## src/hdl/fft_cfg.svh

```systemverilog
`ifndef FFT_CFG_SVH
`define FFT_CFG_SVH

// real or imaginary part of a sample.
`define FFT_WIDTH    16

// signed twiddle, 10 fractional bits.
`define FFT_TW_WIDTH 12

`define FFT_LOG2N    4
`define FFT_N        16

// 15 delay line + 4 butterfly + 2 twiddle + 1 output register.
`define FFT_LATENCY  22

`endif

```

## src/hdl/fft_sample_pkg.sv

```systemverilog
`include "fft_cfg.svh"

package fft_sample_pkg;

   // one real or imaginary part of a complex sample.
   typedef logic signed [`FFT_WIDTH-1:0] sample_t;

   // one part of a twiddle factor, scaled by 2**(`FFT_TW_WIDTH-2).
   typedef logic signed [`FFT_TW_WIDTH-1:0] twiddle_t;

   // full product of a sample part and a twiddle part.
   typedef logic signed [`FFT_WIDTH+`FFT_TW_WIDTH-1:0] prod_t;

   // sum of two products, one growth bit.
   typedef logic signed [`FFT_WIDTH+`FFT_TW_WIDTH:0] acc_t;

endpackage

```

## src/hdl/fft_ctrl_pkg.sv

```systemverilog
`include "fft_cfg.svh"

package fft_ctrl_pkg;

   // position of a sample inside its frame.
   typedef logic [`FFT_LOG2N-1:0] ctr_t;

   // butterfly stage number, 0 or 1.
   typedef logic [0:0] stage_t;

   // counts enabled cycles until the first frame reaches the output.
   typedef logic [$clog2(`FFT_LATENCY)-1:0] fill_t;

endpackage

```

## src/hdl/fft_bfi.sv

```systemverilog
`timescale 1ns/1ns

module fft_bfi #(
   parameter int DELAY_LEN = 8
) (
   input  logic                    clk,
   input  logic                    arst_n_i,
   input  logic                    en_i,
   input  logic                    sel_i,
   input  fft_sample_pkg::sample_t x_re_i,
   input  fft_sample_pkg::sample_t x_im_i,
   output fft_sample_pkg::sample_t z_re_o,
   output fft_sample_pkg::sample_t z_im_o
);

   import fft_sample_pkg::*;

   sample_t dl_re [DELAY_LEN];
   sample_t dl_im [DELAY_LEN];
   sample_t old_re;
   sample_t old_im;
   sample_t fb_re;
   sample_t fb_im;
   sample_t sum_re;
   sample_t sum_im;

   assign old_re = dl_re[DELAY_LEN-1];  // partner from half a block ago.
   assign old_im = dl_im[DELAY_LEN-1];

   assign sum_re = old_re + x_re_i;
   assign sum_im = old_im + x_im_i;

   // difference goes back into the line and leaves in the next half block.
   assign fb_re = sel_i ? old_re - x_re_i : x_re_i;
   assign fb_im = sel_i ? old_im - x_im_i : x_im_i;

   always_ff @(posedge clk or negedge arst_n_i) begin
      if (!arst_n_i) begin
         for (int i = 0; i < DELAY_LEN; i++) begin
            dl_re[i] <= '0;
            dl_im[i] <= '0;
         end
         z_re_o <= '0;
         z_im_o <= '0;
      end else if (en_i) begin
         dl_re[0] <= fb_re;
         dl_im[0] <= fb_im;
         for (int i = 1; i < DELAY_LEN; i++) begin
            dl_re[i] <= dl_re[i-1];
            dl_im[i] <= dl_im[i-1];
         end
         if (sel_i) begin
            z_re_o <= sum_re;
            z_im_o <= sum_im;
         end else begin
            z_re_o <= old_re;  // drain the stored differences.
            z_im_o <= old_im;
         end
      end
   end

endmodule

```

## src/hdl/fft_bfii.sv

```systemverilog
`timescale 1ns/1ns

module fft_bfii #(
   parameter int DELAY_LEN = 4
) (
   input  logic                    clk,
   input  logic                    arst_n_i,
   input  logic                    en_i,
   input  logic                    sel_i,
   input  logic                    tsel_i,
   input  fft_sample_pkg::sample_t x_re_i,
   input  fft_sample_pkg::sample_t x_im_i,
   output fft_sample_pkg::sample_t z_re_o,
   output fft_sample_pkg::sample_t z_im_o
);

   import fft_sample_pkg::*;

   sample_t dl_re [DELAY_LEN];
   sample_t dl_im [DELAY_LEN];
   logic    rot;
   sample_t in_re;
   sample_t in_im;
   sample_t old_re;
   sample_t old_im;
   sample_t fb_re;
   sample_t fb_im;
   sample_t sum_re;
   sample_t sum_im;

   // trivial twiddle -j on the odd partner of the difference half.
   // -j * (a + jb) = b - ja, so swap the parts and negate the new imaginary.
   assign rot   = tsel_i && sel_i;
   assign in_re = rot ? x_im_i : x_re_i;
   assign in_im = rot ? -x_re_i : x_im_i;

   assign old_re = dl_re[DELAY_LEN-1];
   assign old_im = dl_im[DELAY_LEN-1];

   assign sum_re = old_re + in_re;
   assign sum_im = old_im + in_im;

   assign fb_re = sel_i ? old_re - in_re : in_re;
   assign fb_im = sel_i ? old_im - in_im : in_im;

   always_ff @(posedge clk or negedge arst_n_i) begin
      if (!arst_n_i) begin
         for (int i = 0; i < DELAY_LEN; i++) begin
            dl_re[i] <= '0;
            dl_im[i] <= '0;
         end
         z_re_o <= '0;
         z_im_o <= '0;
      end else if (en_i) begin
         dl_re[0] <= fb_re;
         dl_im[0] <= fb_im;
         for (int i = 1; i < DELAY_LEN; i++) begin
            dl_re[i] <= dl_re[i-1];
            dl_im[i] <= dl_im[i-1];
         end
         if (sel_i) begin
            z_re_o <= sum_re;
            z_im_o <= sum_im;
         end else begin
            z_re_o <= old_re;
            z_im_o <= old_im;
         end
      end
   end

endmodule

```

## src/hdl/fft_bf.sv

```systemverilog
`timescale 1ns/1ns

`include "fft_cfg.svh"

module fft_bf #(
   parameter fft_ctrl_pkg::stage_t STAGE = '0
) (
   input  logic                    clk,
   input  logic                    arst_n_i,
   input  logic                    en_i,
   input  fft_ctrl_pkg::ctr_t      ctr_i,
   output fft_ctrl_pkg::ctr_t      ctr_o,
   input  fft_sample_pkg::sample_t x_re_i,
   input  fft_sample_pkg::sample_t x_im_i,
   output fft_sample_pkg::sample_t z_re_o,
   output fft_sample_pkg::sample_t z_im_o
);

   import fft_ctrl_pkg::*;
   import fft_sample_pkg::*;

   localparam int   S         = int'(STAGE);
   localparam int   SEL1_BIT  = `FFT_LOG2N - 1 - 2 * S;
   localparam int   SEL2_BIT  = `FFT_LOG2N - 2 - 2 * S;
   localparam ctr_t CTRII_LAG = ctr_t'(2 ** SEL1_BIT + 1);  // bfi delay line plus its register.

   logic    sel1;
   logic    sel2;
   logic    tsel;
   logic    start_ctrii;
   logic    start_ctr_o;
   ctr_t    ctrii;  // position of the sample entering bfii.
   sample_t bfi_re;
   sample_t bfi_im;

   assign sel1 = ctr_i[SEL1_BIT];
   assign sel2 = ctrii[SEL2_BIT];
   assign tsel = ctrii[SEL1_BIT];  // difference half of the bfi output.

   fft_bfi #(
      .DELAY_LEN (2 ** SEL1_BIT)
   ) u_bfi (
      .clk      (clk),
      .arst_n_i (arst_n_i),
      .en_i     (en_i),
      .sel_i    (sel1),
      .x_re_i   (x_re_i),
      .x_im_i   (x_im_i),
      .z_re_o   (bfi_re),
      .z_im_o   (bfi_im)
   );

   fft_bfii #(
      .DELAY_LEN (2 ** SEL2_BIT)
   ) u_bfii (
      .clk      (clk),
      .arst_n_i (arst_n_i),
      .en_i     (en_i),
      .sel_i    (sel2),
      .tsel_i   (tsel),
      .x_re_i   (bfi_re),
      .x_im_i   (bfi_im),
      .z_re_o   (z_re_o),
      .z_im_o   (z_im_o)
   );

   // each counter starts one cycle after its select first rises.
   // that is when the first result leaves the butterfly register.
   always_ff @(posedge clk or negedge arst_n_i) begin
      if (!arst_n_i) begin
         start_ctrii <= 1'b0;
         start_ctr_o <= 1'b0;
         ctrii       <= '0;
         ctr_o       <= '0;
      end else if (en_i) begin
         if (sel1) start_ctrii <= 1'b1;
         if (start_ctrii) ctrii <= ctrii + 1'b1;
         if (sel2) start_ctr_o <= 1'b1;
         if (start_ctr_o) ctr_o <= ctr_o + 1'b1;
      end
   end

   a_ctrii_lag: assert property (@(posedge clk) disable iff (!arst_n_i)
      start_ctrii |-> (ctrii == ctr_t'(ctr_i - CTRII_LAG)));

endmodule

```

## src/hdl/fft_twiddle.sv

```systemverilog
`timescale 1ns/1ns

`include "fft_cfg.svh"

module fft_twiddle (
   input  logic                    clk,
   input  logic                    arst_n_i,
   input  logic                    en_i,
   input  fft_ctrl_pkg::ctr_t      ctr_i,
   output fft_ctrl_pkg::ctr_t      ctr_o,
   input  fft_sample_pkg::sample_t x_re_i,
   input  fft_sample_pkg::sample_t x_im_i,
   output fft_sample_pkg::sample_t z_re_o,
   output fft_sample_pkg::sample_t z_im_o
);

   import fft_sample_pkg::*;
   import fft_ctrl_pkg::*;

   localparam int SHIFT = `FFT_TW_WIDTH - 2;

   // W16^e with e = bitrev(ctr[3:2]) * ctr[1:0], so per block of four:
   // e = 0,0,0,0 / 0,2,4,6 / 0,1,2,3 / 0,3,6,9.
   // W = cos(2*pi*e/16) - j*sin(2*pi*e/16), scaled by 1024.
   localparam twiddle_t TW_RE [`FFT_N] = '{
      1024, 1024, 1024, 1024,
      1024,  724,    0, -724,
      1024,  946,  724,  392,
      1024,  392, -724, -946
   };
   localparam twiddle_t TW_IM [`FFT_N] = '{
      0,     0,     0,     0,
      0,  -724, -1024,  -724,
      0,  -392,  -724,  -946,
      0,  -946,  -724,   392
   };

   twiddle_t w_re;
   twiddle_t w_im;
   prod_t    p_rr;
   prod_t    p_ii;
   prod_t    p_ri;
   prod_t    p_ir;
   acc_t     acc_re;
   acc_t     acc_im;
   sample_t  x_re_p;  // input aligned with the products.
   sample_t  x_im_p;
   ctr_t     ctr_p;

   assign w_re = TW_RE[ctr_i];
   assign w_im = TW_IM[ctr_i];

   assign acc_re = acc_t'(p_rr) - acc_t'(p_ii);
   assign acc_im = acc_t'(p_ri) + acc_t'(p_ir);

   always_ff @(posedge clk or negedge arst_n_i) begin
      if (!arst_n_i) begin
         p_rr   <= '0;
         p_ii   <= '0;
         p_ri   <= '0;
         p_ir   <= '0;
         x_re_p <= '0;
         x_im_p <= '0;
         ctr_p  <= '0;
         z_re_o <= '0;
         z_im_o <= '0;
         ctr_o  <= '0;
      end else if (en_i) begin
         p_rr   <= x_re_i * w_re;  // rom read and multiply.
         p_ii   <= x_im_i * w_im;
         p_ri   <= x_re_i * w_im;
         p_ir   <= x_im_i * w_re;
         x_re_p <= x_re_i;
         x_im_p <= x_im_i;
         ctr_p  <= ctr_i;
         z_re_o <= sample_t'(acc_re >>> SHIFT);  // truncate, no rounding.
         z_im_o <= sample_t'(acc_im >>> SHIFT);
         ctr_o  <= ctr_p;
      end
   end

   a_unity: assert property (@(posedge clk) disable iff (!arst_n_i)
      (en_i && ctr_p == '0) |=> (z_re_o == $past(x_re_p) && z_im_o == $past(x_im_p)));

endmodule

```

## src/hdl/fft_sdf16.sv

```systemverilog
`timescale 1ns/1ns

`include "fft_cfg.svh"

module fft_sdf16 (
   input  logic                    clk,
   input  logic                    arst_n_i,
   input  logic                    in_valid_i,
   input  fft_sample_pkg::sample_t x_re_i,
   input  fft_sample_pkg::sample_t x_im_i,
   output logic                    out_valid_o,
   output fft_ctrl_pkg::ctr_t      out_index_o,
   output fft_sample_pkg::sample_t y_re_o,
   output fft_sample_pkg::sample_t y_im_o
);

   import fft_sample_pkg::*;
   import fft_ctrl_pkg::*;

   ctr_t    in_ctr;
   fill_t   fill_cnt;
   logic    primed;
   ctr_t    out_pos;  // natural-order position of the output sample.
   ctr_t    s0_ctr;
   ctr_t    tw_ctr;
   ctr_t    s1_ctr;
   sample_t s0_re;
   sample_t s0_im;
   sample_t tw_re;
   sample_t tw_im;
   sample_t s1_re;
   sample_t s1_im;

   fft_bf #(.STAGE(stage_t'(0))) u_bf0 (
      .clk      (clk),
      .arst_n_i (arst_n_i),
      .en_i     (in_valid_i),
      .ctr_i    (in_ctr),
      .ctr_o    (s0_ctr),
      .x_re_i   (x_re_i),
      .x_im_i   (x_im_i),
      .z_re_o   (s0_re),
      .z_im_o   (s0_im)
   );

   fft_twiddle u_tw (
      .clk      (clk),
      .arst_n_i (arst_n_i),
      .en_i     (in_valid_i),
      .ctr_i    (s0_ctr),
      .ctr_o    (tw_ctr),
      .x_re_i   (s0_re),
      .x_im_i   (s0_im),
      .z_re_o   (tw_re),
      .z_im_o   (tw_im)
   );

   fft_bf #(.STAGE(stage_t'(1))) u_bf1 (
      .clk      (clk),
      .arst_n_i (arst_n_i),
      .en_i     (in_valid_i),
      .ctr_i    (tw_ctr),
      .ctr_o    (s1_ctr),
      .x_re_i   (tw_re),
      .x_im_i   (tw_im),
      .z_re_o   (s1_re),
      .z_im_o   (s1_im)
   );

   assign out_index_o = {<<{out_pos}};  // frequency index.

   always_ff @(posedge clk or negedge arst_n_i) begin
      if (!arst_n_i) begin
         in_ctr      <= '0;
         fill_cnt    <= '0;
         primed      <= 1'b0;
         out_valid_o <= 1'b0;
         out_pos     <= '0;
         y_re_o      <= '0;
         y_im_o      <= '0;
      end else begin
         out_valid_o <= in_valid_i && primed;
         if (in_valid_i) begin
            in_ctr <= in_ctr + 1'b1;
            if (!primed) fill_cnt <= fill_cnt + 1'b1;
            if (fill_cnt == fill_t'(`FFT_LATENCY - 2)) primed <= 1'b1;
            out_pos <= s1_ctr;
            y_re_o  <= s1_re;
            y_im_o  <= s1_im;
         end
      end
   end

   a_out_order: assert property (@(posedge clk) disable iff (!arst_n_i)
      (out_valid_o && $past(out_valid_o)) |-> (out_pos == ctr_t'($past(out_pos) + 1'b1)));

endmodule

```

## config.mk

```make
export PLATFORM = sky130hd
export DESIGN_NAME = fft_sdf16
export DESIGN_NICKNAME = d
export VERILOG_FILES = /design/src/hdl/fft_sample_pkg.sv /design/src/hdl/fft_ctrl_pkg.sv /design/src/hdl/fft_bfi.sv /design/src/hdl/fft_bfii.sv /design/src/hdl/fft_bf.sv /design/src/hdl/fft_twiddle.sv /design/src/hdl/fft_sdf16.sv
export VERILOG_INCLUDE_DIRS = /design/src /design/src/hdl
export SDC_FILE = /design/constraint.sdc
export NUM_CORES = 2
export LEC_CHECK = 0
export ABC_CLOCK_PERIOD_IN_PS = 12300
export BUFFER_PORTS_ARGS = -buffer_cell sky130_fd_sc_hd__buf_2
export CORE_MARGIN = 1.5
export CORE_UTILIZATION = 65
export DETAILED_ROUTE_END_ITERATION = 10
export GPL_TIMING_DRIVEN = 0
export PLACE_DENSITY = 0.82
export SYNTH_ARGS = -nofsm -noshare
export SYNTH_HDL_FRONTEND = slang
export SYNTH_SLANG_ARGS = --single-unit
```

## constraint.sdc

```tcl
create_clock -name clk -period 12.3 [get_ports clk]
set_input_delay 2.46 -clock clk [delete_from_list [all_inputs] [get_ports clk]]
set_output_delay 2.46 -clock clk [all_outputs]
set_load 0.02 [all_outputs]
```

==> run_results.csv <==
group,metric,value,unit
run_status,status,"finished, violations left",
run_status,violations,"max-capacitance violations, max-slew violations",
sta,hold_viol,0,
cts,ctsHoldBuffers,0,
detailed_routing,wl,233400,um
sta,skew,48.47,ps
placement,port_buffers,70,
die,core_area,0.1087,mm2
cts,cts_made_buffers,91,
cts,cts-htree-levels,3,
cts,root_buffer,"clkbuf_16",
cts,cts.repair.resized,0,
die,ios,72,
detailed_routing,viasPerCell,6.173,
die,die-area,0.1114,mm2
cells_and_area,fin_util,70.62,%
cts,clkSlewWorstSetupHoldPaths,70,ps
cts,clk_path_buf_depth,3,
detailed_routing,firstDrtPassIters,7,
grt,antenna_found_initial,19,
grt,busiest_layer,"met2",
sta,fin_crit,9596,ps
cells_and_area,areaGrowthSynthToFinish,7.913,%
detailed_routing,drc,0,
sta,finalMaxSlewViolations,34,
sta,fmax,0.1042,GHz
cts,cts_setup_buffers,0,
cells_and_area,final_cell_mix,"inv_1, dfrtp_1, fa_1",
logic_synthesis,yosys_register_bits,807,
detailed_routing,wire_per_inst,25.67,um
logic_synthesis,yosysWarningCount,0,
grt,grt_overflow,0,
detailed_routing,vias,56130,
grt,grtUsageMet2,65.55,%
critical_path,end_kind,"flip-flop",
cells_and_area,drive_above_1_share,10.19,%
logic_synthesis,synth.distinct_cells,78,
cells_and_area,fin_nets,8830,
logic_synthesis,synth_flop_cell,"dfrtp_1",
critical_path,worstSetupPathType,"reg -> reg",
logic_synthesis,synth.area.top_cells,"dfrtp_1, fa_1, ha_1",
placement,place_congestion,1.008,
logic_synthesis,syn_avg_cell_area,9.585,um2
sta,max_slew.worst_pin.slew,1576,ps
critical_path,cp.arrival,10160,ps
grt,grt_usage,42.59,%
grt,grt_util_met3,8.390,%
cts,cts_tree,"yes",
logic_synthesis,synth-async-reset-ratio,100.0,%
critical_path,crit_path_start_kind,"flip-flop",
detailed_routing,drtIter0Drc,5289,
detailed_routing,ant_nets,0,
logic_synthesis,synthCells,7422,
die,num_rows,121,
cts,worstSkewPairLatency,720,ps
hold_path,hold_class,"reg -> reg",
cts,clock-sinks,807,
cells_and_area,layout_commonest_cell,"inv_1",
grt,grt_use_met1,54.12,%
sta,relSlewSlack,-5.045,%
logic_synthesis,synth_fp_nets,8658,
die,die_h,333.8,um
sta,rsz0062_at_grt,"false",
placement,post-dp-hpwl,178700,um
grt,grt_max_degree,130,
logic_synthesis,netlist.top_cell.by_area,"dfrtp_1",
logic_synthesis,synth-edff-count,0,
sta,setup-violations-final,0,
job,cap_violations,3,
logic_synthesis,yosysSeqAreaShare,28.39,%
grt,grt_pass1_wl,353600,um
critical_path,cp_max_fo,11,
die,die_x,333.8,um
logic_synthesis,syn_area,0.07114,mm2
grt,grt_pass1_vias,57304,
logic_synthesis,netlist.area_leader.share,28.39,%
critical_path,crit_required,12860,ps
sta,period_share,78.02,%
die,initial_core_util,65.45,%
state kept, by name, indices dropped and copies added, names as in the netlist, 25 cells and up:
name,flops
u_bf0.u_bfi.dl_im,112
u_bf0.u_bfi.dl_re,112
u_bf0.u_bfii.dl_im,48
u_bf0.u_bfii.dl_re,48
u_tw.p_ii,25
u_tw.p_ir,25
u_tw.p_ri,25
u_tw.p_rr,25
final cells by class:
class	instances	area [um2]
inverter	1147	4305
multi-input combinational	5099	45250
timing repair buffer	79	595.6
antenna	13	32.53
fill	8311	31930
clock buffer	122	2585
buffer	369	1398
tap	1414	1769
sequential	807	20190
clock inverter	43	641.9
synth_stat cells, drive strengths merged, types with 10 or more instances:
master   instances
a21o           133
a211oi          78
inv           1144
or2             20
a31o            10
nand2          508
nor2           453
a21boi          13
and3            33
a21oi          385
fa             620
xnor2          251
o21bai          43
and2           281
o21ai          272
nor2b           66
a22oi           13
nand3           77
mux2           501
clkbuf         332
a2111oi         10
nor3           109
or3             63
o31ai           34
mux2i           89
buf             37
a221oi          13
o221ai          19
dfrtp          807
o41ai           14
xor2            75
nand3b          11
nand2b          60
nor3b           12
nor4            19
o21a            34
a31oi           51
ha             581
o211ai          42
kinds of logic (layout without fill, tap and decap cells):
| family | after synthesis | after routing | share of synthesized area (%) |
|---|---|---|---|
| AO/OA/AOI/OAI | 1245 | 1245 | 11.04 |
| XOR/XNOR | 326 | 326 | 4.014 |
| adder cells (fa/ha/maj) | 1201 | 1201 | 27.67 |
| buffers and inverters | 1516 | 1760 | 8.009 |
| flip-flops | 807 | 807 | 28.39 |
| multiplexers | 590 | 590 | 9.183 |
| other | 0 | 13 | 0 |
| AND/OR/NAND/NOR | 1737 | 1737 | 11.70 |
critical path: stages, from the launching register on:
cell	delay, ps
dfrtp_1	620
inv_1	170
ha_1	430
and2_1	190
o21ai_0	90
o21a_1	210
inv_1	170
clkbuf_1	920
clkbuf_1	1030
nand2_1	180
fa_1	530
fa_1	490
inv_1	50
fa_1	380
fa_1	510
inv_1	50
fa_1	480
inv_1	40
ha_1	310
and2_1	210
a221o_1	330
a31oi_1	610
a211oi_1	260
o31a_1	330
o21a_1	190
o2111ai_1	190
or3b_2	480
per-stage QoR:
stage,setup WS (ps),hold slack [ps],area (um2),instances,setup TNS [ps]
3_5_place_dp,3050,461.3,73440,8912,0
5_1_grt,2513,485.1,76740,9082,0
4_1_cts,2989,464.2,76670,9077,0
2_1_floorplan,5544,435.0,71140,7422,0
6_report,2704,461.7,76770,9093,0
3_3_place_gp,-8268,451.7,73260,8906,-6499370
worst paths after layout:
| path | from | end | slack, ps | cells after the start |
|---|---|---|---|---|
| hold / removal | u_bf0.u_bfii.dl_im[16] | u_bf0.u_bfii.old_im[0] | 460 | 2 |
| min in group asynchronous | arst_n_i | u_tw.p_ri[9] | 1880 | 1 |
| setup / recovery | u_bf0.ctr_o[1] | u_tw.p_ii[24] | 2700 | 26 |
| hold reg to reg | u_bf0.u_bfii.dl_im[16] | u_bf0.u_bfii.old_im[0] | 460 | 2 |
| max in group asynchronous | arst_n_i | u_bf0.u_bfi.dl_im[70] | 8100 | 4 |
| setup reg to reg | u_bf0.ctr_o[1] | u_tw.p_ii[24] | 2700 | 26 |
per-layer routing:
metal,vias up,part of all wire [%]
met5,-,0.024
met4,8,8.2
met3,697,8.8
met2,2762,45
met1,28057,38
li1,24606,-
Power is left out: the tool's default activity adds up to more than one toggle a clock period on the data nets, which glitch-free logic cannot reach.
